<file path="src/source/bp_params.svh">
`ifndef BP_PARAMS_SVH
`define BP_PARAMS_SVH

// index bits of bpht and tage, 256 entries
`define BP_H_WIDTH 8

// tag bits kept by the local-history cache
`define BP_K_WIDTH 12

// history widths owned by the core
`define BP_BH_WIDTH 16
`define BP_GH_WIDTH 32

// word address of the fetch pc
`define BP_ADDR_WIDTH 30

// low bh bits that select a cache entry
`define BP_CACHE_BH 4

`define BP_TAGE_TAG 6
`define BP_PDCH_WIDTH 12

`endif

</file>
<file path="src/source/bp_hist_pkg.sv">
`default_nettype none

`include "bp_params.svh"

package bp_hist_pkg;

    // msb set predicts taken
    typedef logic [1:0] ctr2_t;
    typedef logic [2:0] ctr3_t;

    localparam ctr2_t CTR2_WEAK_NT = 2'b01;

    // prediction history of tage, carried down the pipe
    typedef struct packed {
        logic                    hit;
        ctr2_t                   base_ctr;
        ctr3_t                   tag_ctr;
        logic [`BP_TAGE_TAG-1:0] tag;
    } tage_pdch_t;

    function automatic ctr2_t sat2_next(input ctr2_t c, input logic taken);
        if (taken) begin
            return (c == 2'b11) ? c : c + 2'd1;
        end
        return (c == 2'b00) ? c : c - 2'd1;
    endfunction

    function automatic ctr3_t sat3_next(input ctr3_t c, input logic taken);
        if (taken) begin
            return (c == 3'b111) ? c : c + 3'd1;
        end
        return (c == 3'b000) ? c : c - 3'd1;
    endfunction

endpackage

`default_nettype wire

</file>
<file path="src/source/tage.sv">
`timescale 1ns/1ps
`default_nettype none

`include "bp_params.svh"

module tage #(
    parameter int h_width    = `BP_H_WIDTH,
    parameter int gh_width   = `BP_GH_WIDTH,
    parameter int addr_width = `BP_ADDR_WIDTH
) (
    input  wire                          clk,
    input  wire                          rst_n,
    input  wire                          stall,
    input  wire                          update_en,
    input  wire [addr_width-1:0]         pc,
    input  wire [gh_width-1:0]           gh,
    input  wire [addr_width-1:0]         pc_ex,
    input  wire [gh_width-1:0]           gh_ex,
    input  wire                          taken_ex,
    input  wire                          taken_pdc_ex,
    input  wire bp_hist_pkg::tage_pdch_t pdch_ex,
    output logic                         taken_pdc,
    output bp_hist_pkg::tage_pdch_t      pdch
);

    localparam int depth = 1 << h_width;
    localparam int tag_w = `BP_TAGE_TAG;

    localparam bp_hist_pkg::ctr3_t ctr3_weak_nt = 3'b001;

    // base table, pc only
    bp_hist_pkg::ctr2_t base_ctr [depth];

    // tagged table, pc and folded global history
    logic               tag_valid [depth];
    logic [tag_w-1:0]   tag_tag   [depth];
    bp_hist_pkg::ctr3_t tag_ctr   [depth];

    logic [h_width-1:0] base_idx;
    logic [h_width-1:0] tag_idx;
    logic [tag_w-1:0]   look_tag;
    logic               look_hit;

    logic [h_width-1:0] upd_base_idx;
    logic [h_width-1:0] upd_tag_idx;
    logic               mispredict;

    // xor of the h_width slices of gh
    function automatic logic [h_width-1:0] fold_gh(input logic [gh_width-1:0] g);
        logic [h_width-1:0] f;
        f = '0;
        for (int s = 0; s < gh_width / h_width; s++) begin
            f = f ^ g[s*h_width +: h_width];
        end
        return f;
    endfunction

    assign base_idx = pc[h_width-1:0];
    assign tag_idx  = pc[h_width-1:0] ^ fold_gh(gh);
    // tag from the pc bits just above the index
    assign look_tag = pc[h_width +: tag_w];
    assign look_hit = tag_valid[tag_idx] && (tag_tag[tag_idx] == look_tag);

    assign upd_base_idx = pc_ex[h_width-1:0];
    assign upd_tag_idx  = pc_ex[h_width-1:0] ^ fold_gh(gh_ex);
    assign mispredict   = taken_pdc_ex != taken_ex;

    always_ff @(posedge clk) begin
        if (!rst_n) begin
            for (int i = 0; i < depth; i++) begin
                base_ctr[i]  <= bp_hist_pkg::CTR2_WEAK_NT;
                tag_valid[i] <= 1'b0;
                tag_ctr[i]   <= ctr3_weak_nt;
            end
            taken_pdc     <= 1'b0;
            pdch.hit      <= 1'b0;
            pdch.base_ctr <= bp_hist_pkg::CTR2_WEAK_NT;
            pdch.tag_ctr  <= ctr3_weak_nt;
            pdch.tag      <= '0;
        end else begin
            if (!stall) begin
                taken_pdc     <= look_hit ? tag_ctr[tag_idx][2] : base_ctr[base_idx][1];
                pdch.hit      <= look_hit;
                pdch.base_ctr <= base_ctr[base_idx];
                pdch.tag_ctr  <= tag_ctr[tag_idx];
                pdch.tag      <= look_tag;
            end
            if (update_en) begin
                // train whichever table gave the prediction
                if (pdch_ex.hit) begin
                    tag_ctr[upd_tag_idx] <= bp_hist_pkg::sat3_next(pdch_ex.tag_ctr, taken_ex);
                end else begin
                    base_ctr[upd_base_idx] <=
                        bp_hist_pkg::sat2_next(pdch_ex.base_ctr, taken_ex);
                end
                // a fresh weak entry overrides the saturated one on a hit
                if (mispredict) begin
                    tag_valid[upd_tag_idx] <= 1'b1;
                    tag_tag[upd_tag_idx]   <= pdch_ex.tag;
                    tag_ctr[upd_tag_idx]   <= taken_ex ? 3'd4 : 3'd3;
                end
            end
        end
    end

endmodule

`default_nettype wire

</file>
<file path="config.mk">
export PLATFORM = sky130hd
export DESIGN_NAME = tage
export DESIGN_NICKNAME = d
export VERILOG_FILES = /design/src/source/bp_hist_pkg.sv /design/src/source/tage.sv
export VERILOG_INCLUDE_DIRS = /design/src /design/src/source
export SDC_FILE = /design/constraint.sdc
export NUM_CORES = 2
export LEC_CHECK = 0
export ABC_AREA = 1
export BUFFER_PORTS_ARGS = -buffer_cell sky130_fd_sc_hd__clkbuf_2
export CORE_MARGIN = 5
export CORE_UTILIZATION = 45
export CTS_CLUSTER_SIZE = 25
export DETAILED_ROUTE_END_ITERATION = 6
export SYNTH_ARGS = -nofsm -noshare
export SYNTH_HDL_FRONTEND = slang
export SYNTH_SLANG_ARGS = --single-unit
</file>
<file path="constraint.sdc">
create_clock -name clk -period 3 [get_ports clk]
set_input_delay 0.6 -clock clk [delete_from_list [all_inputs] [get_ports clk]]
set_output_delay 0.6 -clock clk [all_outputs]
set_load 0.02 [all_outputs]
</file>
After elaboration in Yosys (flattened, before gate mapping):

Memory sizes are Yosys's and may differ from the RTL's.
Cells that the tools add are included.

* memories kept: 4
* logic and storage cells: 78
* bits in registers: 13
* latch bits: 0
* memory bits (writable): 3072
* output and inout port bits: 13
* memory bits (read-only): 0

* $lt $le $gt $ge: 0
* multipliers: 0
* divide/modulo/power cells: 0
* reductions and logical operators: 6
* bitwise gates (word level): 9
* eq/ne operators: 4
* shifts and indexed selects: 0
* muxes and demuxes: 46
* add/sub/neg operators: 4

Memories
* tag_tag: depth 256, bits a word 6, rd ports 1, clocked after memory_dff 0, wr ports 1, line tage.sv:36 `logic [tag_w-1:0] tag_tag [depth];`
* tag_ctr: depth 256, bits a word 3, rd ports 1, clocked after memory_dff 0, wr ports 256, line tage.sv:37 `bp_hist_pkg::ctr3_t tag_ctr [depth];`
* base_ctr: depth 256, bits a word 2, rd ports 1, clocked after memory_dff 0, wr ports 256, line tage.sv:32 `bp_hist_pkg::ctr2_t base_ctr [depth];`
* tag_valid: depth 256, bits a word 1, rd ports 1, clocked after memory_dff 0, wr ports 256, line tage.sv:35 `logic tag_valid [depth];`

Operators with widths (count)
* $xor A8 B8 Y8: 8
* $mux W3: 10
* $mux W1: 25
* $mux W8: 3
* $mux W2: 8
* $eq A6 B6 Y1: 1
* $add A3 B1 Y3 const B: 1
* $eq A3 B3 Y1 const B: 1
* $logic_not A3 Y1: 1
* $reduce_or A3 Y1: 1
* $sub A3 B1 Y3 const B: 1
* $add A2 B1 Y2 const B: 1
* $eq A2 B2 Y1 const B: 1
* $logic_not A2 Y1: 1
* $reduce_or A2 Y1: 1
* $sub A2 B1 Y2 const B: 1
* $logic_and A1 B1 Y1: 1
* $ne A1 B1 Y1: 1
* $or A1 B1 Y1: 1
* $reduce_or A1 Y1: 1

Logic depth before layout (Yosys ltp):

* word-level depth: 10
* depth in mapped cells: 28
* mapped depth without buffers: 26

Least setup slack after synthesis:

OpenSTA, ideal clock, no wires.

* path kind: input to register
* start: input gh_ex[12]
* end: memory tag_tag[88][0] in the netlist's numbering (enable)
* buffers on the path: 1
* arrival time: 2.701 ns
* setup slack: -0.051 ns
* setup time: 0.350 ns
* stages: 10
* path through: xnor2_1 xor2_1 xor2_1 xor2_1 inv_1 or2_2 nor2_1 clkbuf_1 nand2_1 nor2_1

* cells in the longest elaborated chain, start to end: 4

Ends and longest elaborated chain
* start, declared: line tage.sv:18 `input wire [gh_width-1:0] gh_ex,`
* $xor A8 B8 Y8 (3 in a row): line tage.sv:53 `f = f ^ g[s*h_width +: h_width];`
* $xor A8 B8 Y8: line tage.sv:65 `assign upd_tag_idx = pc_ex[h_width-1:0] ^ fold_gh(gh_ex);`
* end, declared: line tage.sv:36

Every way passes these cells.

Worst setup path after layout:

* start: input gh[16]
* end: register taken_pdc

* cells in the longest elaborated chain, start to end: 7
* elaborated cells between the ends (all ways): 9
* classes of those cells: eq/ne: 1; mux: 1; bitwise: 3; reduce/logical: 1; memory: 3

Ends and longest elaborated chain
* start, declared: line tage.sv:16 `input wire [gh_width-1:0] gh,`
* $xor A8 B8 Y8 * (2 in a row): line tage.sv:53
* $xor A8 B8 Y8 *: line tage.sv:59 `assign tag_idx = pc[h_width-1:0] ^ fold_gh(gh);`
* $mem_v2 Z256 W6
* $eq A6 B6 Y1: line tage.sv:62 `assign look_hit = tag_valid[tag_idx] && (tag_tag[tag_idx] == look_tag);`
* $logic_and A1 B1 Y1: line tage.sv:62
* $mux W1 *: line tage.sv:82 `taken_pdc <= look_hit ? tag_ctr[tag_idx][2] : base_ctr[base_idx][1];`
* end signal, assigned: line tage.sv:82
* end, declared: line tage.sv:22 `output logic taken_pdc,`

Mark *: on every way between the ends. The rest lies on a longest branch, timed or not.
A chain may end at the register's enable or synchronous reset.

==> metrics.md <==
| Metric | Value |
|---|---|
| LEAKAGE | `65.0 nW` |
| DR vias/cell | `~5.5` |
| Clk_lat worst skew | `940 ps` |
| RSZ-0062 raised after global routing | `true` |
| Die footprint | `around 320000 um^2` |
| Die Ht | `569 um` |
| Gr usage total | `0.264` |
| Avg Inst Size Synth | `approximately 9.6 um^2` |
| Largest net degree at the start of global routing | `127` |
| Post-route antenna net violation count | `0` |
| Reg clk slew, reported paths | `70 ps` |
| Final nets | `15800` |
| # IOs | `155` |
| Slowest CP cell | `o21ai_0` |
| Syn-to-layout area delta | `21.2%` |
| Worst path cell trace | `buf_2, xor2_4, buf_12, buf_4, nand2_4, nand2_8, buf_16, buf_4, buf_12, buf_12, o21ai_0, o22ai_1, o21ai_0, o21bai_1, nand3_1, nand3_2, nand2_1, nand2_2, nand2_1, o21ai_2, nand3_1, nand2_1, a21oi_2` |
| Critical path class | `input pin to flop` |
| Core footprint | `312000 um^2` |
| Commonest cells after routing, fill and taps aside | `nand2_1 (3134), edfxtp_1 (2816), nor2_1 (1990)` |
| Post-route insts no fill | `~20000` |
| Post-Syn Area | `141000 um^2` |
| Routed length per instance | `22.2 um` |
| Critical Path RT | `~3800 ps` |
| Final setup viols | `1` |
| Worst Skew | `54.4 ps` |
| Ys Warns | `0` |
| CTS tree | `yes` |
| Tcrit/Tclk final | `1.01` |
| Util after Layout | `0.547` |
| Vias in the first global route | `106000` |
| Pwr Total | `~110 mW` |
| Bufs and invs on worst path | `7` |
| Yosys reg bits | `3085` |
| CTS Sinks | `~3100` |
| Hold Crit Class | `input pin to flop` |
| Hold_ws | `~110 ps` |
| Max cap viols | `0` |
| Drt drc | `0` |
| First-pass GRT wire length | `roughly 660000 um` |
| DRT Pass-1 Iters | `6` |
| Max frequency | `0.332 GHz` |
| Post-synthesis sequential area ratio | `0.639` |
| Vias | `111000` |
| GRT overflow | `0` |
| Relative slew margins | `0.380` |
| PnR worst setup slack | `-15.6 ps` |
| Async S/R FF share, synth | `0` |
| Initial core utilization | `0.452` |
| CP Data Arrival Time | `3810 ps` |
| Initial antenna violation count | `20` |
| Post-synth top flop | `edfxtp_1` |
| TritonCTS Buffers | `339` |
| Yosys cell types | `39` |
| Commonest non-fill, non-tap cell in the layout | `nand2_1` |
| CP startpoint kind | `input pin` |
| Final min period | `3020 ps` |
| Slowest stage delay, CP | `230 ps` |
| Hpwl dp | `295000 um` |
| GR Util met3 | `0.0417` |
| Status | `complete, but fails checks` |
| Post-synth EDFFs | `between 2000 and 3000` |
| Slew @ Worst Pin | `between 900 and 1000 ps` |
| Post-Synthesis Cells | `14700` |
| GPL Wtd Cong | `roughly 0.94` |
| Fin. max-slew vios | `0` |
| Post-synth net total | `~15000` |
| Clock Tree Root | `clkbuf_16` |
| Routed wire length | `447000 um` |
| Fraction of layout instances using a drive strength above 1 | `0.158` |
| H-tree Lvls | `5` |
| Post-Route Setup TNS | `-15.6 ps` |
| CP endpoint kind | `flop` |
| Placed Instances | `19500` |
| Worst VDD drop | `0.000475 V` |
| Power Density | `652 nW/um^2` |
| GR met2 Demand/Resource | `0.422` |
| CP max FO | `42` |
| Initial DRC count | `13700` |
| Violated checks | `negative setup slack` |
| Grt peak-use layer | `met2` |
| Fin. Hold Viols | `0` |
| Met1 Use GR | `0.364` |
| CP delay by family, top | `buffers and inverters` |
| Chip width | `569 um` |
| IO Port Bufs | `116` |
| Clock Tree Buf Depth | `4` |
| Row Count | `205` |
[what timing repair did]
item | in CTS | in global routing
gates cloned | 0 | 21
setup endpoints to repair | 5 | 5
endpoints found under the hold margin | 1 | 0
hold buffers | 1 | 0
pin swaps | 2 | 19
resized for setup | 8 | 162
buffers inserted | 2 | 27
[power breakdown]
| part | switching [mW] | internal [mW] |
|---|---|---|
| Clock | 17.4 | 23.4 |
| Combinational | 14.8 | 7.57 |
| Sequential | 0.318 | 47.8 |
| Total | 32.5 | 78.8 |
[layer usage]
layer | wire length (um) | vias up
met3 | 41400 | 871
met2 | 206000 | 5118
met5 | 23 | -
met4 | 18300 | 4
met1 | 181000 | 53900
li1 | - | 51500
[flip-flops by register name (all words and copies together) (netlist names)]
| name | count |
|---|---|
| taken_pdc | 1 |
| tag_ctr | 768 |
| tag_valid | 256 |
| tag_tag | 1536 |
| base_ctr | 512 |
| pdch | 12 |
[cells by family (layout without fill, tap and decap cells)]
| kind of cell | count (synthesis) | count (layout) | share of synthesized area |
|---|---|---|---|
| and+or+nand+nor | 7338 | 7338 | 0.215 |
| DFF | 3085 | 3085 | 0.639 |
| buffers and inverters | 2590 | 3832 | 0.0735 |
| AOI/OAI and AO/OA | 1664 | 1664 | 0.0686 |
| xor gates and xnor gates | 61 | 61 | 0.00385 |
| adders and majority gates | 4 | 4 | 0.000355 |
| other | 0 | 9 | 0 |
[stage by stage]
step / setup slack (ps) / cell area, um^2
floorplan: -50.8 / 141000
global placement: -1210 / 158000
detailed placement: -1220 / 158000
CTS: 6.53 / 169000
global route: -115 / 171000
finish: -15.6 / 171000
[final timing paths]
path                                  from                      to  slack [ps]  cells past startpoint
max                                 gh[16]  taken_pdc$_SDFFE_PN0N_         -20                     23
min                                  pc[9]    pdch[1]$_SDFFE_PN0N_         110                      3
max reg2reg  base_ctr[78][1]$_SDFFCE_PN0P_  taken_pdc$_SDFFE_PN0N_         360                     15
min reg2reg         tag_valid[117]$_DFF_P_  tag_valid[117]$_DFF_P_         460                      2
[layout make-up]
| cell class | instances | area, um^2 |
|---|---|---|
| Clock buffer | 452 | 9140 |
| Sequential cell | 3085 | 89900 |
| Multi-Input combinational cell | 9067 | 41900 |
| Inverter | 1491 | 5640 |
| Tap cell | 4140 | 5180 |
| Clock inverter | 170 | 1580 |
| Timing Repair Buffer | 1719 | 17400 |
| Antenna cell | 9 | 22.5 |
| Fill cell | 27400 | 141000 |
[worst min-delay path: cells and delay by family]
kind | cells | cell delay (ps)
buffers and inverters | 2 | 300
AO/OA/AOI/OAI | 1 | 80
[cells in the mapped netlist, drive strengths merged (7+ instances only)]
library cell	number	share of area
a21oi	23	0.00082
buf	383	0.015
clkbuf	716	0.019
dfxtp	269	0.038
edfxtp	2816	0.60
inv	1485	0.040
nand2	3154	0.084
nand3	1899	0.068
nor2	2155	0.057
nor3	7	0.00025
o211ai	168	0.0090
o21ai	902	0.032
o21bai	24	0.0013
o221ai	59	0.0037
o22ai	474	0.021
or2	123	0.0055
xnor2	21	0.0013
xor2	40	0.0025
No activity file was read; power rests on OpenSTA's default activity.
