===== src/source/bp_params.svh =====
`ifndef BP_PARAMS_SVH
`define BP_PARAMS_SVH

// index bits of bpht and tage, 256 entries
`define BP_H_WIDTH 8

// tag bits kept by the local-history cache
`define BP_K_WIDTH 12

// history widths owned by the core
`define BP_BH_WIDTH 16
`define BP_GH_WIDTH 32

// word address of the fetch pc
`define BP_ADDR_WIDTH 30

// low bh bits that select a cache entry
`define BP_CACHE_BH 4

`define BP_TAGE_TAG 6
`define BP_PDCH_WIDTH 12

`endif


===== src/source/bp_hist_pkg.sv =====
`default_nettype none

`include "bp_params.svh"

package bp_hist_pkg;

    // msb set predicts taken
    typedef logic [1:0] ctr2_t;
    typedef logic [2:0] ctr3_t;

    localparam ctr2_t CTR2_WEAK_NT = 2'b01;

    // prediction history of tage, carried down the pipe
    typedef struct packed {
        logic                    hit;
        ctr2_t                   base_ctr;
        ctr3_t                   tag_ctr;
        logic [`BP_TAGE_TAG-1:0] tag;
    } tage_pdch_t;

    function automatic ctr2_t sat2_next(input ctr2_t c, input logic taken);
        if (taken) begin
            return (c == 2'b11) ? c : c + 2'd1;
        end
        return (c == 2'b00) ? c : c - 2'd1;
    endfunction

    function automatic ctr3_t sat3_next(input ctr3_t c, input logic taken);
        if (taken) begin
            return (c == 3'b111) ? c : c + 3'd1;
        end
        return (c == 3'b000) ? c : c - 3'd1;
    endfunction

endpackage

`default_nettype wire


===== src/source/bpht_cache.sv =====
`timescale 1ns/1ps
`default_nettype none

`include "bp_params.svh"

module bpht_cache #(
    parameter int k_width    = `BP_K_WIDTH,
    parameter int addr_width = `BP_ADDR_WIDTH
) (
    input  wire                      clk,
    input  wire                      rst_n,
    input  wire                      stall,
    input  wire [addr_width-1:0]     pc,
    input  wire [`BP_CACHE_BH-1:0]   bh,
    input  wire                      update_en,
    input  wire [addr_width-1:0]     pc_update,
    input  wire [`BP_CACHE_BH-1:0]   bh_update,
    input  wire                      taken_real,
    input  wire bp_hist_pkg::ctr2_t  taken_pdch_ex_b,
    output bp_hist_pkg::ctr2_t       taken_pdch_b
);

    localparam int entries = 1 << `BP_CACHE_BH;

    logic               valid [entries];
    logic [k_width-1:0] tag   [entries];
    bp_hist_pkg::ctr2_t ctr   [entries];

    logic rd_hit;
    logic wr_hit;

    assign rd_hit = valid[bh] && (tag[bh] == pc[k_width-1:0]);
    assign wr_hit = valid[bh_update] && (tag[bh_update] == pc_update[k_width-1:0]);

    always_ff @(posedge clk) begin
        if (!rst_n) begin
            for (int i = 0; i < entries; i++) begin
                valid[i] <= 1'b0;
                ctr[i]   <= bp_hist_pkg::CTR2_WEAK_NT;
            end
            taken_pdch_b <= bp_hist_pkg::CTR2_WEAK_NT;
        end else begin
            if (!stall) begin
                taken_pdch_b <= rd_hit ? ctr[bh] : bp_hist_pkg::CTR2_WEAK_NT;
            end
            if (update_en) begin
                if (wr_hit) begin
                    // counter as seen at fetch, not the current entry
                    ctr[bh_update] <= bp_hist_pkg::sat2_next(taken_pdch_ex_b, taken_real);
                end else begin
                    // miss, take over the slot
                    valid[bh_update] <= 1'b1;
                    tag[bh_update]   <= pc_update[k_width-1:0];
                    ctr[bh_update]   <= taken_real ? 2'b10 : 2'b01;
                end
            end
        end
    end

endmodule

`default_nettype wire


===== config.mk =====
export PLATFORM = sky130hd
export DESIGN_NAME = bpht_cache
export DESIGN_NICKNAME = d
export VERILOG_FILES = /design/src/source/bp_hist_pkg.sv /design/src/source/bpht_cache.sv
export VERILOG_INCLUDE_DIRS = /design/src /design/src/source
export SDC_FILE = /design/constraint.sdc
export NUM_CORES = 1
export LEC_CHECK = 0
export ABC_AREA = 1
export BUFFER_PORTS_ARGS = -buffer_cell sky130_fd_sc_hd__buf_4
export CAP_MARGIN = 20
export CORE_ASPECT_RATIO = 0.8
export CORE_UTILIZATION = 25
export CTS_BUF_LIST = sky130_fd_sc_hd__clkbuf_2
export CTS_CLUSTER_SIZE = 12
export DETAILED_ROUTE_END_ITERATION = 8
export MAX_ROUTING_LAYER = met4
export PLACE_DENSITY = 0.43
export SETUP_SLACK_MARGIN = 0.02
export SKIP_LAST_GASP = 1
export SLEW_MARGIN = 5
export SYNTH_ARGS = -nofsm -noshare
export SYNTH_HDL_FRONTEND = slang
export SYNTH_SLANG_ARGS = --single-unit

===== constraint.sdc =====
create_clock -name clk -period 2.65 [get_ports clk]
set_input_delay 0.1325 -clock clk [delete_from_list [all_inputs] [get_ports clk]]
set_output_delay 0.1325 -clock clk [all_outputs]
set_load 0.01 [all_outputs]

* Word level (Yosys, flattened, before mapping)
Memories as Yosys holds them, arrays and structs flattened. Cells that the tools add are included.
Storage, ports and cells: register bits 2, bits in writable memories 240, input port bits 75, output and inout port bits 2, memories 3
Cells by class: add/sub/neg operators 2, eq/ne operators 3, mux-type cells 29, bitwise gates (word level) 1, reduce and logical (&&, ||, !) cells 5
Memory list:
- tag | depth 16, width 12, rd ports 2, clocked after memory_dff 0, write ports 1, RTL line bpht_cache.sv:26 | logic [k_width-1:0] tag [entries];
- ctr | depth 16, width 2, rd ports 1, clocked after memory_dff 0, write ports 16, RTL line bpht_cache.sv:27 | bp_hist_pkg::ctr2_t ctr [entries];
- valid | depth 16, width 1, rd ports 2, clocked after memory_dff 0, write ports 16, RTL line bpht_cache.sv:25 | logic valid [entries];
Operator list (count):
- == test 12 bit | 2
- two-way mux 2 bit | 11
- two-way mux 1 bit | 16
- two-way mux 4 bit | 2
- adder 2 x 1 -> 2 bit (second input constant) | 1
- == test 2 bit (second input constant) | 1
- logical AND 1 bit | 2
- zero test 2 bit | 1
- OR reduction 2 bit | 1
- subtractor 2 x 1 -> 2 bit (second input constant) | 1
- OR 1 bit | 1
- OR reduction 1 bit | 1

* Logic depth before layout (Yosys ltp)
Gate-level depths: netlist of the first run. An unclocked memory read counts as a cell.
depth in word-level cells 12, depth in mapped cells 20, depth with buffers taken out 17

* Worst setup path before layout of the first run
OpenSTA, ideal clock, no wires.
kind input to register, start input port bh_update[0], end memory tag[12][0] (netlist name) (enable), arrival 2.075 ns, setup slack 0.195 ns, stages on the path 17, path through buf_4 buf_6 buf_2 nand2_1 nand2_1 nand2_1 nand3_1 nand2_1 nand2_1 o21ai_0 nand2_1 nand3_1 nor2_1 nand2_2 nand2_4 buf_2 nor2_1
On the way: word-level cells in the longest chain between the ends 7, elaborated cells between the ends (all ways) 8
RTL lines:
- from (decl) | RTL line bpht_cache.sv:17 | input wire [`BP_CACHE_BH-1:0] bh_update,
- memory (16 x 12 bit)
- == test 12 bit | RTL line bpht_cache.sv:33 | assign wr_hit = valid[bh_update] && (tag[bh_update] == pc_update[k_width-1:0]);
- logical AND 1 bit | RTL line bpht_cache.sv:33
- two-way mux 1 bit | RTL line bpht_cache.sv:47 | if (wr_hit) begin
- two-way mux 1 bit | RTL line bpht_cache.sv:46 | if (update_en) begin
- two-way mux 1 bit | RTL line bpht_cache.sv:36 | if (!rst_n) begin
- two-way mux 1 bit (not written as such) | RTL line bpht_cache.sv:53 | tag[bh_update] <= pc_update[k_width-1:0];
- to (decl) | RTL line bpht_cache.sv:26
Parallel ways exist; a longest one is shown, timed or not.

==> impl_results.md, run 1 <==
- Synth area leader: edfxtp_1
- Setup violations, final: 0
- Simple-gate share of the synthesized area: 25.3%
- Cell Area, Synth: 12900 sq um
- Share of cells above drive strength 1: 16.2%
- Worst Path Required: 3280 ps
- Site row count: 74
- Synth unique cells: 29
- Worst min path class: in2reg
- CTS tree: done
- Routability cong.: 0.835
- EDFF count, synth: 224
- Core ar.: 51100 sq um
- Number of CTS-inserted buffers: 67
- Synth Area in Compound Gates: 11.1%
- IO Count: 77
- Max cap viols: 0
- Final nets: 1847
- CTS root buffer: clkbuf_2
- Met3 WL: 3200 um
- PortBufs: 40
- Async S/R FF share, synth: 0%
- Reg-to-Reg Start: tag[6][4]$_DFFE_PP_
- Synth top area share: 52.0%
- Syn_nets: 1656
- Dpl ws: -316 ps
- Final Max Slew Viols: 0
- Area Overhead vs Synth: 26.9%
- FF-to-FF setup slack: 150 ps
- VDD IR max: 0.196 mV
- Clock Path Buffers: 3
- Ys flop type: edfxtp_1
- DPL Wire Length: 31500 um
- DRC: 1
- Largest fanout on the critical path: 6
- Clock skew: 87.3 ps
- Total gr overflow: 0
- Met2 Wirelength: 21200 um
- Final Worst Setup Slack: 151 ps
- Mapped Cells: 1581
- Sequential fraction of the synthesis area: 54.8%
- Met1 wire length: 22600 um
- Startpoint types: flip-flop
- Crit path capture type: flip-flop
- Tmin final: 2500 ps
- First-pass GRT wire length: 70400 um
- DR vias/cell: 4.59
- Die X: 256 um
- Synth Register Bits: 242
- Post-Synth Adder-Cell Area: 0%
- Total wire length: 48300 um
- Post-Synth XOR/XNOR Area: 0%
- Status: finished, violations left
- Total negative slack: 0 ps
- Unrepaired setup endpoints after global routing: true
- Antenna violations before repair: 3
- Endpoints failing hold: 0
- Reg2reg path depth: 17
- Cell area power density: 506 nW/um^2
- Worst slew pin tran: 652 ps
- Clk slew on worst S/H paths: 130 ps
- Avg Inst Size Synth: 8.18 sq um
- Iter 0 DRT Violations: 1042
- Crit Path Class: reg2reg
- Initial core utilization: 25.3%
- Total track usage: 18.9%
- Die height: 205 um
- Largest cells by area after synthesis: edfxtp_1 52%, nand2_1 18%, nand3_1 4.6%, inv_1 4.5%, o211ai_1 3.4%
- Pre-Repair DR Iteration Count: 9
- DR vias: 11500
- Mux cell area share after synthesis: 0.716%
- H-Tree Depth: 3
- Largest net degree at the start of global routing: 61
- CTS sink cnt: 242
- Post-route ant nets: 0
- Period utilization: 94.3%
- Top routing layer in use: met4
- Hold EP: taken_pdch_b[1]$_SDFFE_PN0N_
- DR WL/cell: 19.3 um
- Worst r2r dst: tag[1][1]$_DFFE_PP_
- Vias in the first global route: 10900
- Slew margin rel.: 56.5%
- Fmax: 400 MHz
- P_leak: 6.99 nW
- Syn. warnings: 0
- Clk_lat worst skew: 980 ps
- Failing checks: DRC
- Combinational family with the most area after synthesis: simple AND/OR/NAND/NOR gates
- Worst hold path depth: 8
- Arrival time at the worst endpoint: 3130 ps
- DIE AREA: 52700 sq um
- Worst Min Path Start: bh[2]
[critical path, stage by stage, from the launching register on]
cell and delay [ps]:
edfxtp_1 420, nand2_1 90, nand2_1 50, nand2_1 60, nand2_1 70, nand2_1 50, nand2_1 80, nor2_1 140
nand2_2 100, nand2_1 80, nor2_1 40, nand2_1 80, nor2_1 50, nand2_2 130, nand2_8 100, buf_4 210
nor2_4 200, buf_12 180
[report_power, final]
part | switching (mW) | internal (mW)
clock network | 1.73 | 1.08
logic | 0.767 | 0.469
registers | 0.0275 | 4.24
total | 2.52 | 5.78
[flip-flops by register name, summed over array words and instances (netlist names)]
name          cells
valid            16
tag             192
ctr              32
taken_pdch_b      2
[metrics by stage]
stage / util [%] / power (mW) / hold WS (ps) / area [sq um] / instances
global route: 32.1 / 8.70 / 93.1 / 16400 / 2508
CTS: 31.9 / 8.40 / 15.6 / 16300 / 2505
detailed placement: 29.6 / 5.48 / 397 / 15100 / 2329
floorplan: - / 4.94 / 231 / 12900 / 1581
finish: 32.1 / 8.31 / 133 / 16400 / 2508
global placement: 29.6 / 5.48 / 373 / 15100 / 2329
[cell families (layout without fill, tap and decap cells)]
| logic type | after synthesis | in the layout |
|---|---|---|
| and+or+nand+nor | 825 | 825 |
| AOI/OAI and AO/OA | 250 | 250 |
| muxes | 9 | 9 |
| buffers and inverters | 255 | 496 |
| DFF | 242 | 242 |
| other | 0 | 2 |
[placed cells by master, fill, tap and decap left out, types with 12 or more instances in the layout]
master,instances
nand2_1,626
edfxtp_1,224
inv_1,156
nand3_1,118
buf_4,114
clkbuf_2,97
o21ai_0,84
a21oi_1,84
o211ai_1,58
dlygate4sd3_1,57
nor2_1,51
buf_12,43
dfxtp_1,18
clkinv_1,17
o22ai_1,13
nor2_4,12
[synthesized netlist by cell type (all sizes together) (2+ instances only)]
library cell	number
o21ai	86
mux2	2
o21bai	7
edfxtp	224
buf	61
clkbuf	33
inv	159
o211ai	58
clkinv	2
nor2	71
dfxtp	18
a21oi	84
nand3b	2
o22ai	13
nand2	632
mux2i	7
nand3	119
[layer usage]
layer  global-route usage, %  vias to the layer above
met4                    6.65                        0
met1                    25.3                     5411
met2                    28.2                      371
met5                       -                        -
met3                    4.08                       88
li1                        -                     5649
[worst max path at each step]
stage | slack, ps | to | start | cells after the start
6_report | 150 | tag[1][1]$_DFFE_PP_ | tag[6][4]$_DFFE_PP_ | 17
4_1_cts | 3 | ctr[15][1]$_SDFFCE_PN0P_ | tag[2][11]$_DFFE_PP_ | 17
3_3_place_gp | -290 | tag[11][5]$_DFFE_PP_ | bh_update[0] | 17
2_1_floorplan | 200 | tag[12][0]$_DFFE_PP_ | bh_update[0] | 17
3_5_place_dp | -320 | tag[11][11]$_DFFE_PP_ | bh_update[0] | 17
5_1_grt | -50 | ctr[15][1]$_SDFFCE_PN0P_ | tag[12][11]$_DFFE_PP_ | 17
[timing repair]
item / 4_1_cts / 5_1_grt
pin swaps: 0 / 4
gates resized for setup: 2 / 24
hold buffers: 57 / 0
setup buffers: 0 / 0
cloned: 0 / 1
endpoints found under the hold margin: 312 / 0
endpoints found under the setup margin: 24 / 157
[final cells by class]
cell class	count	area [sq um]
repair buffers	216	2320
fillers	5409	34700
clock buffers	97	485
well taps	684	856
flip-flops and latches	242	7090
diodes	2	5.00
inverters	161	607
clock inverters	22	116
multi-input cells	1084	4930
No activity file was read; power rests on OpenSTA's default activity.
==> inputs of run 2 (changes only) <==
--- a/config.mk
+++ b/config.mk
@@ -6,13 +6,12 @@
 export SDC_FILE = /design/constraint.sdc
 export NUM_CORES = 1
 export LEC_CHECK = 0
-export ABC_AREA = 1
 export BUFFER_PORTS_ARGS = -buffer_cell sky130_fd_sc_hd__buf_4
 export CAP_MARGIN = 20
 export CORE_ASPECT_RATIO = 0.8
 export CORE_UTILIZATION = 25
 export CTS_BUF_LIST = sky130_fd_sc_hd__clkbuf_2
-export CTS_CLUSTER_SIZE = 12
+export CTS_CLUSTER_SIZE = 16
 export DETAILED_ROUTE_END_ITERATION = 8
 export MAX_ROUTING_LAYER = met4
 export PLACE_DENSITY = 0.43
==> run 2 against run 1 <==
The flow finishes with violations (DRC, setup timing). Non-clock buffer count decreased by 13. Combinational power decreased by 9.7%. Worst setup slack got worse by 590 ps. Worst hold slack got worse by 56 ps. Core utilization increased by 0.65 points. Sequential share of layout area increased by 2.8 points. Die area decreased by 7.9%. Flip-flop and latch count unchanged. Register-to-register slack got worse by 590 ps. Synthesized cell count decreased by 56%. Clock power increased by 3%. Critical path depth decreased by 6. Critical path type unchanged. Critical endpoint is now tag[15][0]$_DFFE_PP_.
==> impl_results.md, run 2 <==
- Largest fanout on the critical path: 12
- Endpoints failing hold: 0
- Met2 usage: 21.8%
- Setup violations, final: 241
- Largest cells by area after synthesis: edfxtp_1 57%, mux4_2 22%, dfxtp_1 3.0%, mux2i_1 1.9%, nand2_1 1.8%
- Most common cell in the netlist: edfxtp_1
- DR WL/cell: 25.1 um
- Ys flop type: edfxtp_1
- Cell Chain, Critical Path: mux4_1, buf_4, o22ai_1, o21ai_0, nand2_1, nor4b_4, nand4_1, a2111oi_4, buf_6, buf_12, nor2_4
- Met3 usage: 3.33%
- Slew margin rel.: 49.4%
- Layout Cells excl Fill: 1615
- Largest register FFs: 192
- Slowest CP cell: mux4_1
- Core ar.: 47000 sq um
- Post-route ant nets: 0
- Crit Path Class: reg2reg
- Tot Pwr: 8.28 mW
- Die X: 246 um
- Placed insts: 1429
- Tmin final: 3080 ps
- P_leak: 5.29 nW
- Die height: 197 um
- IO Count: 77
- Async S/R FF share, synth: 0%
- Crit path max-delay family: simple AND/OR/NAND/NOR gates
- EDFF count, synth: 224
- Startpoint types: flip-flop
- Failing checks: DRC, setup timing
- Filler instances: 4561
- CP peak stage delay: 610 ps
- DR vias/cell: 4.91
- Total wire length: 40500 um
- Crit path to: tag[15][0]$_DFFE_PP_
- Buffers & Inverters on Critical Path: 3
- Period utilization: 116%
- Sw Ratio: 27.5%
- Clk slew on worst S/H paths: 110 ps
- Clk_lat worst skew: 940 ps
- DPL Wire Length: 27800 um
- Final Worst Setup Slack: -434 ps
- Top post-synthesis cells by count: 224 x edfxtp_1, 116 x mux4_2, 58 x nand2_1
- Final Max Slew Viols: 0
- Pint: 6.00 mW
- FF-to-FF setup slack: -430 ps
- Iter 0 DRT Violations: 665
- PortBufs: 40
- Initial core utilization: 25.3%
- DRC: 4
- Syn_nets: 777
- Dpl ws: -682 ps
- Synth area leader: edfxtp_1
- Unrepaired setup endpoints after global routing: true
- Commonest non-fill, non-tap cells in the layout: 224 x edfxtp_1, 147 x buf_4, 117 x mux4_2, 102 x clkbuf_2, 58 x nand2_1
- Synth Register Bits: 242
- DIE AREA: 48500 sq um
- Worst slew pin tran: 755 ps
- P_sw: 2.28 mW
- First-pass GRT wire length: 56800 um
- Cell area power density: 538 nW/um^2
- Total track usage: 17.1%
- Comb power frac: 13.6%
- Met1 layer usage reported by global route: 27.0%
- Share of cells above drive strength 1: 46.9%
- Antenna violations before repair: 2
- Pre-Repair DR Iteration Count: 7
- Largest net degree at the start of global routing: 24
- Clock power frac: 34.9%
- Total negative slack: -90380 ps
- Area of the multi-input gates: 4950 sq um
- Seq. cell area: 7090 sq um
- CTS root buffer: clkbuf_2
- Synth unique cells: 61
- Arrival time at the worst endpoint: 3610 ps
- Vias in the first global route: 7826
- Post-route cell area: 15400 sq um
- Total gr overflow: 0
- CTS tree: done
- Mapped Cells: 702
- Fmax: 324 MHz
- Clock Path Buffers: 3
- Worst setup startpoint: tag[2][3]$_DFFE_PP_
- Routability cong.: 0.873
- Top reg by flops: tag
- Placed inst area: 13900 sq um
- Number of CTS-inserted buffers: 68
- Reg2reg path depth: 11
- Avg Inst Size Synth: 17.0 sq um
- Most common cell after layout, fill and taps aside: edfxtp_1
- Sequential fraction of the synthesis area: 59.5%
- Final nets: 1010
- CTS sink cnt: 242
- Seq pwr share: 51.5%
- H-Tree Depth: 3
- Cell Area, Synth: 11900 sq um
- Status: finished, violations left
- Crit path capture type: flip-flop
- Final Core Density: 32.8%
- Clock skew: 82.4 ps
- Worst path depth: 11
- VDD IR max: 0.211 mV
- Area Overhead vs Synth: 29.4%
- Synth top area share: 56.5%
- Worst hold slack: 76.7 ps
- Max cap viols: 0
- Worst r2r dst: tag[15][0]$_DFFE_PP_
- Gr busiest metal: met1
- Worst min path class: in2reg
- Syn. warnings: 0
- Site row count: 71
- Reg-to-Reg Start: tag[2][3]$_DFFE_PP_
- Worst Path Required: 3180 ps
- Top flop regs: tag (192), ctr (32), valid (16)
- DR vias: 7935
-- run 2: layout make-up --
type,instances,share of cell area [%]
Sequential cell,242,46.0
Multi-Input combinational cell,414,32.2
Timing Repair Buffer,203,12.3
Tap cell,620,5.04
Clock buffer,102,3.31
Clock inverter,23,0.934
Inverter,6,0.146
Antenna cell,5,0.0812
-- run 2: worst min path at each step --
stage	start	end	slack, ps	cells after the start
after global routing	pc_update[2]	tag[3][2]$_DFFE_PP_	30	2
after CTS	stall	taken_pdch_b[0]$_SDFFE_PN1N_	9	4
final	pc[2]	taken_pdch_b[1]$_SDFFE_PN0N_	80	7
after global placement	pc_update[6]	tag[14][6]$_DFFE_PP_	380	1
after detailed placement	pc_update[6]	tag[13][6]$_DFFE_PP_	390	1
after floorplan	pc_update[0]	tag[0][0]$_DFFE_PP_	230	0
-- run 2: power by group through the flow --
stage                     Sequential [mW]  Clock (mW)  Combinational [mW]
final                                4.26        2.89                1.12
after global routing                 4.27        3.19                1.19
after CTS                            4.26        3.00                1.10
after detailed placement             4.35           0                1.02
after global placement               4.35           0                1.02
after floorplan                      4.34           0               0.562
-- run 2: cells by family (layout without fill, tap and decap cells) --
group           Yosys count  count (layout)  share of synthesized area (%)
compound gates           60              60                           3.77
other cells               0               5                              0
mux                     145             145                           25.2
simple gates            178             189                           7.36
xor+xnor                 20              20                           1.47
flops                   242             242                           59.5
buf+inv                  57             334                           2.67
-- run 2: timing repair --
| action | in CTS | in global routing |
|---|---|---|
| hold buffers | 35 | 0 |
| endpoints found under the hold margin | 275 | 0 |
| setup endpoints to repair | 242 | 242 |
| buffers inserted | 4 | 1 |
| pin swaps | 16 | 23 |
| cloned | 8 | 9 |
| resized for setup | 25 | 35 |
-- run 2: worst register-to-register path, stage by stage, from the launching register on --
cell and delay (ps):
edfxtp_1 410, mux4_1 620, buf_4 190, o22ai_1 130, o21ai_0 200, nand2_1 160
nor4b_4 70, nand4_1 160, a2111oi_4 50, buf_6 150, buf_12 160, nor2_4 380
-- run 2: per-layer routing --
metal | vias up | part of all wire (%)
li1 | 3429 | -
met3 | 47 | 5.4
met2 | 282 | 41
met1 | 4177 | 52
met5 | - | 0
met4 | 0 | 1.5
==> inputs of run 3 (changes only) <==
--- a/config.mk
+++ b/config.mk
@@ -11,10 +11,11 @@
 export CORE_ASPECT_RATIO = 0.8
 export CORE_UTILIZATION = 25
 export CTS_BUF_LIST = sky130_fd_sc_hd__clkbuf_2
+export CTS_CLUSTER_DIAMETER = 30
 export CTS_CLUSTER_SIZE = 16
 export DETAILED_ROUTE_END_ITERATION = 8
 export MAX_ROUTING_LAYER = met4
-export PLACE_DENSITY = 0.43
+export PLACE_DENSITY = 0.41
 export SETUP_SLACK_MARGIN = 0.02
 export SKIP_LAST_GASP = 1
 export SLEW_MARGIN = 5
==> run 3 against run 2 <==
The run ends with setup timing left. Via count barely moved. Flip-flop and latch count did not move. Global-route usage rose by 0.45 points. Core utilization rose by 0.50 points. Critical path depth did not move. First-iteration DRC count rose by 22%. Worst hold slack improved by 27 ps. Clock skew rose by 7.4 ps. Routed wire length fell by 1.4%. Non-clock buffer count rose by 24. Die area did not move. Critical path type unchanged. Critical endpoint is now tag[1][2]$_DFFE_PP_. Largest cell class unchanged.
==> impl_results.md, run 3 (synthesis results as in run 2) <==
- Crit path capture type: flip-flop
- Vias in the first global route: 8042
- DR vias/cell: 4.92
- Tmin final: 3100 ps
- Worst hold path depth: 4
- Seq. cell area: 7090 sq um
- Hold EP: taken_pdch_b[0]$_SDFFE_PN1N_
- VDD IR max: 0.223 mV
- Max cap viols: 0
- Clk_lat worst skew: 940 ps
- Area of the multi-input gates: 4650 sq um
- Core ar.: 47000 sq um
- DR WL/cell: 24.8 um
- Routability cong.: 0.896
- Largest fanout on the critical path: 11
- Status: finished, violations left
- Worst Path Required: 3270 ps
- Clk slew on worst S/H paths: 140 ps
- Top flop regs: tag (192), ctr (32), valid (16)
- Startpoint types: flip-flop
- Unrepaired setup endpoints after global routing: true
- DRC: 0
- Post-route cell area: 15600 sq um
- DR vias: 7939
- Final nets: 1021
- Reg2reg path depth: 11
- Final Core Density: 33.3%
- Failing checks: setup timing
- Fmax: 322 MHz
- Worst slew pin tran: 533 ps
- Area Overhead vs Synth: 31.3%
- Slew margin rel.: 64.4%
- FF-to-FF setup slack: -450 ps
- Commonest non-fill, non-tap cells in the layout: 224 x edfxtp_1, 151 x buf_4, 118 x mux4_2, 72 x clkbuf_2, 58 x nand2_1
- CTS root buffer: clkbuf_2
- Share of cells above drive strength 1: 44.7%
- DIE AREA: 48500 sq um
- Largest register FFs: 192
- Crit Path Class: reg2reg
- Setup violations, final: 241
- Filler instances: 4541
- Die X: 246 um
- Pre-Repair DR Iteration Count: 5
- Cell Chain, Critical Path: mux4_2, mux2i_1, mux2i_1, xor2_2, nor4b_2, nand4_1, a2111oi_4, buf_12, buf_12, nor2_4, buf_12
- P_leak: 5.43 nW
- Placed inst area: 14100 sq um
- CP peak stage delay: 480 ps
- Clock Path Buffers: 3
- Iter 0 DRT Violations: 810
- Total gr overflow: 0
- Total wire length: 40000 um
- Site row count: 71
- Clock skew: 89.8 ps
- CP most frequent cell: buf_12
- PortBufs: 40
- Endpoints failing hold: 0
- Cell area power density: 577 nW/um^2
- Final Max Slew Viols: 0
- Post-route ant nets: 0
- DPL Wire Length: 28300 um
- Slowest CP cell: mux4_2
- H-Tree Depth: 3
- Arrival time at the worst endpoint: 3730 ps
- Number of CTS-inserted buffers: 66
- IO Count: 77
- CTS tree: done
- Initial core utilization: 25.3%
- Worst r2r dst: tag[1][2]$_DFFE_PP_
- Top reg by flops: tag
- Most common cell after layout, fill and taps aside: edfxtp_1
- Period utilization: 117%
- Reg-to-Reg Start: tag[10][8]$_DFFE_PP_
- Worst Min Path Start: stall
- Total track usage: 17.5%
- CTS sink cnt: 242
- Final Worst Setup Slack: -455 ps
- Worst min path class: in2reg
- Antenna violations before repair: 3
- First-pass GRT wire length: 58000 um
- Largest net degree at the start of global routing: 36
- Die height: 197 um
## run 3: metrics by stage
step | worst slack (ps) | power [mW] | std cells | TNS, ps | hold WS (ps)
final | -455 | 9.02 | 1615 | -82850 | 104
after global placement | -786 | 5.39 | 1438 | -147230 | 418
after detailed placement | -786 | 5.39 | 1438 | -150590 | 433
after floorplan | -135 | 4.90 | 702 | -12600 | 231
after CTS | -488 | 9.15 | 1611 | -87350 | 1.50
after global routing | -553 | 9.40 | 1615 | -110060 | -11.2
## run 3: cell type report
| type | count | share of cell area, % |
|---|---|---|
| Antenna cell | 3 | 0.0480 |
| Clock buffer | 72 | 2.30 |
| Clock inverter | 42 | 3.18 |
| Inverter | 6 | 0.144 |
| Multi-Input combinational cell | 403 | 29.7 |
| Sequential cell | 242 | 45.3 |
| Tap cell | 620 | 4.96 |
| Timing Repair Buffer | 227 | 14.3 |
## run 3: critical path, delay by kind of cell, from the launching register on
family | cells | cell delay [ps]
xor+xnor | 1 | 220
mux | 3 | 760
compound gates | 1 | 290
flops | 1 | 440
buf+inv | 3 | 490
simple gates | 3 | 570
## run 3: how the worst max path moves through the flow
stage	from	to	slack, ps	cells past startpoint
after global placement	bh_update[1]	tag[11][2]$_DFFE_PP_	-790	13
after CTS	tag[10][8]$_DFFE_PP_	tag[1][2]$_DFFE_PP_	-490	11
after global routing	tag[10][8]$_DFFE_PP_	tag[1][2]$_DFFE_PP_	-550	11
after detailed placement	bh_update[1]	tag[13][3]$_DFFE_PP_	-790	13
after floorplan	bh_update[0]	ctr[0][0]$_SDFFCE_PN1P_	-140	10
final	tag[10][8]$_DFFE_PP_	tag[1][2]$_DFFE_PP_	-450	11
## run 3: repair_timing
action / CTS / global route
setup buffers: 19 / 1
hold endpoints to repair: 286 / 0
gates resized for setup: 3 / 3
cloned: 0 / 0
hold buffers: 40 / 0
setup endpoints to repair: 242 / 242
pin swaps: 11 / 0
## run 3: routing by layer
metal | part of all wire [%] | vias to the layer above | track usage [%]
li1 | - | 3428 | -
met1 | 52 | 4228 | 26.8
met2 | 41 | 250 | 22.8
met3 | 6.3 | 33 | 4.36
met4 | 0.92 | 0 | 3.86
met5 | 0 | - | -
## run 3: report_power, final
group / leakage [nW] / switching (mW) / internal [mW] / total, mW
logic: 2.71 / 0.565 / 0.527 / 1.09
registers: 2.19 / 0.0283 / 4.23 / 4.26
clock network: 0.531 / 1.76 / 1.90 / 3.66
